<file path="src/hdl/rv32i_types.sv">
`default_nettype none

// Core-side types shared by the cache and its clients
package rv32i_types;

	// Instruction or data word as seen by the core
	typedef logic [31:0] rv32i_word;

	// Byte address on the fetch port
	typedef logic [31:0] rv32i_addr;

endpackage : rv32i_types

`default_nettype wire

</file>
<file path="src/hdl/icache_types.sv">
`default_nettype none

package icache_types;

	// ------------------------------------------------------------------------
	// Geometry: 8 sets, two ways, 32-byte lines
	// ------------------------------------------------------------------------
	localparam int s_offset = 5;
	localparam int s_index  = 3;
	localparam int s_tag    = 24;
	localparam int s_line   = 256;

	typedef logic [s_index-1:0] cache_index_t;
	typedef logic [s_tag-1:0]   cache_tag_t;
	typedef logic [s_line-1:0]  cache_line_t;
	typedef logic [2:0]         word_sel_t;

	// One bit per way, used for the per-way write strobes
	typedef logic [1:0] way_mask_t;

	// Travels from stage 1 to stage 2
	typedef struct packed {
		rv32i_types::rv32i_addr address;
		logic                   fetch;
	} cache_cw_t;

	typedef struct packed {
		logic                   read;
		rv32i_types::rv32i_addr address;
	} pmem_req_t;

	// Address fields
	function automatic cache_index_t addr_index(input rv32i_types::rv32i_addr a);
		return a[s_offset +: s_index];
	endfunction

	function automatic cache_tag_t addr_tag(input rv32i_types::rv32i_addr a);
		return a[31 -: s_tag];
	endfunction

	function automatic word_sel_t addr_word(input rv32i_types::rv32i_addr a);
		return a[s_offset-1:2];
	endfunction

	function automatic rv32i_types::rv32i_addr line_base(input rv32i_types::rv32i_addr a);
		return {a[31:s_offset], {s_offset{1'b0}}};
	endfunction

	function automatic way_mask_t way_onehot(input logic way);
		return way ? 2'b10 : 2'b01;
	endfunction

endpackage : icache_types

`default_nettype wire

</file>
<file path="src/hdl/icache_control.sv">
`timescale 1ns/1ps
`default_nettype none

module icache_control (
	input  wire logic             clk,
	input  wire logic             rst_n,
	input  wire logic             req_valid,
	input  wire logic             stage_fetch,
	input  wire logic             hit,
	input  wire logic             lru_way,
	input  wire logic             pmem_resp,
	output logic                  req_ready,
	output logic                  req_take,
	output logic                  resp_valid,
	output logic                  pmem_read,
	output logic                  load_stage,
	output icache_types::way_mask_t load_tag,
	output icache_types::way_mask_t load_data,
	output icache_types::way_mask_t set_valid,
	output logic                  load_lru,
	output logic                  latch_fill,
	output logic                  use_fill
);

	import icache_types::*;

	typedef enum logic [1:0] {
		run,
		fetch,
		fill,
		respond
	} state_t;

	state_t    state;
	state_t    state_next;
	logic      stall;
	logic      fill_done;
	way_mask_t fill_mask;

	// Request in stage 2 that is not resident
	assign stall     = stage_fetch && !hit;
	assign fill_done = (state == fetch) && pmem_resp;
	assign fill_mask = fill_done ? way_onehot(lru_way) : '0;

	always_ff @(posedge clk or negedge rst_n) begin
		if (!rst_n) begin
			state <= run;
		end else begin
			state <= state_next;
		end
	end

	always_comb begin
		state_next = state;
		unique case (state)
			run:     if (stall) state_next = fetch;
			fetch:   if (pmem_resp) state_next = fill;
			fill:    state_next = respond;
			respond: state_next = run;
			default: state_next = run;
		endcase
	end

	// ------------------------------------------------------------------------
	// Outputs
	// ------------------------------------------------------------------------
	always_comb begin
		req_ready  = 1'b0;
		resp_valid = 1'b0;
		load_stage = 1'b0;
		use_fill   = 1'b0;
		unique case (state)
			run: begin
				req_ready  = !stall;
				resp_valid = stage_fetch && hit;
				load_stage = !stall;
			end
			// Replay the array read for the held address
			fill: begin
				load_stage = 1'b1;
			end
			respond: begin
				req_ready  = 1'b1;
				resp_valid = 1'b1;
				load_stage = 1'b1;
				use_fill   = 1'b1;
			end
			default: begin
				req_ready = 1'b0;
			end
		endcase
	end

	assign req_take   = req_valid && req_ready;
	assign pmem_read  = (state == fetch);
	assign load_tag   = fill_mask;
	assign load_data  = fill_mask;
	assign set_valid  = fill_mask;
	assign latch_fill = fill_done;
	assign load_lru   = fill_done || ((state == run) && stage_fetch && hit);

	a_read_held : assert property (
		@(posedge clk) disable iff (!rst_n)
		pmem_read && !pmem_resp |=> pmem_read
	) else $error("memory read dropped before response");

	// No response between a miss and its fill response
	a_no_resp_in_miss : assert property (
		@(posedge clk) disable iff (!rst_n)
		(state == run) && stall |=> !resp_valid until (state == respond)
	) else $error("response raised while a miss is outstanding");

endmodule : icache_control

`default_nettype wire

</file>
<file path="config.mk">
export PLATFORM = sky130hd
export DESIGN_NAME = icache_control
export DESIGN_NICKNAME = d
export VERILOG_FILES = /design/src/hdl/rv32i_types.sv /design/src/hdl/icache_types.sv /design/src/hdl/icache_control.sv
export SDC_FILE = /design/constraint.sdc
export NUM_CORES = 1
export LEC_CHECK = 0
export ABC_AREA = 0
export CAP_MARGIN = 20
export CORE_AREA = 2 2 39 41
export DETAILED_ROUTE_END_ITERATION = 10
export DIE_AREA = 0 0 41 43
export DONT_BUFFER_PORTS = 1
export RECOVER_POWER = 100
export SYNTH_ARGS = -nofsm -noshare
export SYNTH_HDL_FRONTEND = slang
export SYNTH_SLANG_ARGS = --single-unit
</file>
<file path="constraint.sdc">
create_clock -name clk -period 2.5 [get_ports clk]
set_input_delay 0.5 -clock clk [delete_from_list [all_inputs] [get_ports clk]]
set_output_delay 0.5 -clock clk [all_outputs]
set_load 0.005 [all_outputs]
</file>
## Word level (Yosys, flattened, before mapping)

Index checks and enable logic that the tools add are counted.

| operators by class | value |
|---|---|
| mux-type cells | 9 |
| eq/ne operators | 5 |
| reduce and logical (&&, ||, !) cells | 12 |

Operators with widths:

| kind | count |
|---|---|
| 2-to-1 mux 2 bit | 4 |
| one-hot mux 2 bit (4 select lines) | 1 |
| logical AND 1 bit | 6 |
| one-hot mux 1 bit (2 select lines) | 3 |
| == test 2 bit, second input constant | 2 |
| inequality test 2 bit, second input constant | 2 |
| == test 2 x 1 -> 1 bit, second input constant | 1 |
| zero test 1 bit | 2 |
| zero test 2 bit | 1 |
| AND reduction 2 bit | 1 |
| OR reduction 2 bit | 1 |
| logical OR 1 bit | 1 |
| 2-to-1 mux 1 bit | 1 |

| word-level totals | value |
|---|---|
| bits in registers | 2 |
| logic and storage cells | 27 |
| input bits | 7 |
| output and inout port bits | 14 |

## Longest topological paths before layout

| depth | value |
|---|---|
| depth after elaboration | 5 |
| mapped depth | 5 |

## Worst setup path before layout

Ideal clock, no wire load.

| timing | value |
|---|---|
| path kind | register to output |
| start point | register state[1] |
| end point | output load_tag[0] |
| path buffers | 1 |
| arrival time | 1.101 ns |
| slack | 0.899 ns |
| cell stages (with the launch flop) | 6 |
| cells stage by stage | dfrtp_1 inv_1 ha_1 nand2_1 nor2_1 buf_4 |

| between the ends | value |
|---|---|
| cells in the longest elaborated chain, start to end | 3 |

RTL lines:

| element | RTL line | source |
|---|---|---|
| start: declaration | icache_control.sv:34 | `state_t state;` |
| start signal: assignment | icache_control.sv:47 | `state <= run;` |
| start signal: assignment | icache_control.sv:49 | `state <= state_next;` |
| == test 2 x 1 -> 1 bit | n/a |  |
| net pmem_read | icache_control.sv:15 | `output logic pmem_read,` |
| logical AND 1 bit | icache_control.sv:42 | `assign fill_done = (state == fetch) && pmem_resp;` |
| 2-to-1 mux 2 bit | icache_control.sv:43 | `assign fill_mask = fill_done ? way_onehot(lru_way) : '0;` |
| end: declaration | icache_control.sv:17 | `output icache_types::way_mask_t load_tag,` |

The timed path passes the listed nets, and every way through them passes these cells.

## Worst setup path in the final report

| timing | value |
|---|---|
| start point | register state[1] |
| end point | output load_data[0] |

| between the ends | value |
|---|---|
| cells in the longest elaborated chain, start to end | 3 |

RTL lines:

| element | RTL line | source |
|---|---|---|
| == test 2 x 1 -> 1 bit | n/a |  |
| net pmem_read | icache_control.sv:15 |  |
| logical AND 1 bit | icache_control.sv:42 |  |
| 2-to-1 mux 2 bit | icache_control.sv:43 |  |
| end: declaration | icache_control.sv:18 | `output icache_types::way_mask_t load_data,` |

The timed path passes the listed nets, and every way through them passes these cells.

==> run summary <==
DP Worst Slack: 0.853 ns
post-synthesis compound-gate area fraction: 8.76%
Synth Register Bits: 2
met2 routed WL: 246 um
Top Registers: state (2)
Synth Area in Simple Gates: 22.6%
synth unique cells: 15
Hold Vio Cnt, Final: 0
grt total ovfl: 0
CTS max path bufs: 2
final WL: 483 um
GPL Wtd Cong: 0.607
DR DRC count: 0
top cell type's share of synthesized area: 23.0%
Hold Path Class: in -> async
Worst Setup End Kind: output port
starting density of the core: 19.6%
post-synthesis xor/xnor area fraction: 0%
largest reg by FF count: state
PnR worst setup slack: 0.639 ns
Detail Route Antenna Nets: 0
Comb pwr share: 62.6%
mux cell area share after synthesis: 9.22%
vias: 200
Top Layer Used: met3
Largest register FFs: 2
clock power share: 19.2%
leading cell types in the layout, fill and taps excluded: inv_1, ha_1, a21oi_1, nor2_1, clkbuf_4
maximum VDD drop: 0.000435 V
leak pwr: 0.155 nW
Net Sw Frac: 46.1%
Fin Setup TNS: 0 ns
Initial DRT Pass Iterations: 2
# diodes: 0
Inserted Clock Buffers: 3
Critical Path AT: 1.36 ns
vias in the first global route: 212
r2r endpoint: state[1]$_DFFE_PN0P_
DR WL/cell: 10.1 um
Post-Syn Instances: 32
layout cells sized above 1: 18.8%
crit path kind: reg -> out
Area growth syn-to-layout: 5.07%
Synth area leaders: ha_1, dfrtp_1, buf_4
fillers: 159
Worst Tran Pin Value: 0.317 ns
crit path launch: state[1]$_DFFE_PN0P_
register area: 50.0 um^2
crit path launch type: flop
Die ar.: 0.00176 mm^2
unrepaired setup endpoints after global routing: false
largest family of logic cells by synthesized area: adder cells
synthesized net count: 44
total number of H-tree levels: 1
multi-input logic area: 164 um^2
TritonCTS clock tree: yes
sequential power share: 18.1%
Power Dens Cells: 1280 mW/mm^2
Ports: 21
CTS Sinks: 2
Reg2Reg Setup Slack: 0.93 ns
DRT met1 WL: 173 um
Worst-Skew Late Latency: 0.22 ns
WL met3: 62 um
placed cell area: 262 um^2
die height: 43 um
Synth Area in Adders: 23.0%
initial antenna violation count: 0
Synth Cell Area: 272 um^2
core region area: 0.00138 mm^2
post-synthesis area per instance: 8.48 um^2
All-Layer GR Usage: 7.13%
Net Sw Power: 0.168 mW
nets: 46
maxcap violations: 0
worst r2r src: state[1]$_DFFE_PN0P_
fin area: 285 um^2
hold_ws: 0.511 ns
status: complete, no violations
Worst EP required: 2.00 ns
cell taking the most area after synthesis: ha_1
largest net degree at the start of global routing: 6
Internal: 0.196 mW
Port Buffers: 0
CTS Root Cell: clkbuf_4
Die X: 41 um
max-slew violations: 0
Iter 0 DRT Violations: 3
clock transition at the registers of the reported paths: 0.03 ns
Critical Path Sink: load_data[0]
worst reg2reg path depth: 5
Vias per Instance: 4.17
wire length of the first global-routing pass: 779 um
relative slew slack: 78.8%
Syn. warnings: 0
Final Critical Period: 1.86 ns
crit-path max FO: 5
Tcrit/Tclk final: 74.5%
highest clock rate: 537 MHz
cts repair resizes: 0
row cnt: 14
Clock Skew: 0.00262 ns
Setup-failing EPs final: 0
sequential area share after synthesis: 18.4%
==> Yosys cell counts (all sizes together) <==
library cell,n
nor3b,1
dfrtp,2
mux2i,1
nor2,3
nand2,2
ha,5
nand2b,1
nor2b,1
inv,5
and3,1
a21oi,4
buf,4
mux2,1
nand3,1
==> critical path, stage by stage, from the launching register on <==
cell	delay (ns)
dfrtp_1	0.39
inv_1	0.11
ha_1	0.25
nand2_1	0.11
nor2_1	0.27
==> power by group through the flow <==
stage / clock (mW) / sequential (mW) / combinational (mW)
floorplan: 0 / 0.0642 / 0.220
global placement: 0 / 0.0669 / 0.248
detailed placement: 0 / 0.0678 / 0.252
CTS: 0.0755 / 0.0671 / 0.255
global route: 0.0801 / 0.0708 / 0.263
finish: 0.0699 / 0.0660 / 0.228
==> layout make-up <==
| cell class | instances | area share, % |
|---|---|---|
| Multi-Input combinational cell | 21 | 57.5 |
| Sequential cell | 2 | 17.5 |
| Clock buffer | 3 | 7.89 |
| Tap cell | 16 | 7.02 |
| Inverter | 5 | 6.58 |
| Timing Repair Buffer | 1 | 3.51 |
==> what timing repair did <==
| action | CTS | global route |
|---|---|---|
| endpoints found under the hold margin | 2 | 0 |
| setup buffers | 0 | 0 |
| hold buffers | 1 | 0 |
==> kinds of logic after synthesis <==
family / after synthesis
simple gates: 10
buf+inv: 9
fa+ha+maj: 5
compound gates: 4
mux: 2
flops: 2
==> metal layers <==
| metal | global-route usage, % | up-vias |
|---|---|---|
| li1 | - | 99 |
| met1 | 5.14 | 86 |
| met2 | 11.3 | 15 |
| met3 | 3.66 | 0 |
| met4 | 8.00 | 0 |
| met5 | 0 | - |
==> worst min-delay path by stage <==
stage                                       to  start  slack [ns]  depth (start not counted)
after CTS                 state[1]$_DFFE_PN0P_  rst_n        0.50                          1
after floorplan           state[0]$_DFFE_PN0P_  rst_n        0.20                          0
after detailed placement  state[0]$_DFFE_PN0P_  rst_n        0.20                          0
after global placement    state[0]$_DFFE_PN0P_  rst_n        0.20                          0
after global routing      state[0]$_DFFE_PN0P_  rst_n        0.50                          1
final                     state[1]$_DFFE_PN0P_  rst_n        0.51                          1
==> through the flow <==
step                      utilization [%]  total power, mW  std cells
final                                20.6            0.364         48
after global routing                 20.6            0.414         48
after CTS                            21.2            0.398         48
after detailed placement             18.9            0.320         44
after global placement               18.9            0.315         44
after floorplan                         -            0.285         32
(Power assumes the default switching activity.)
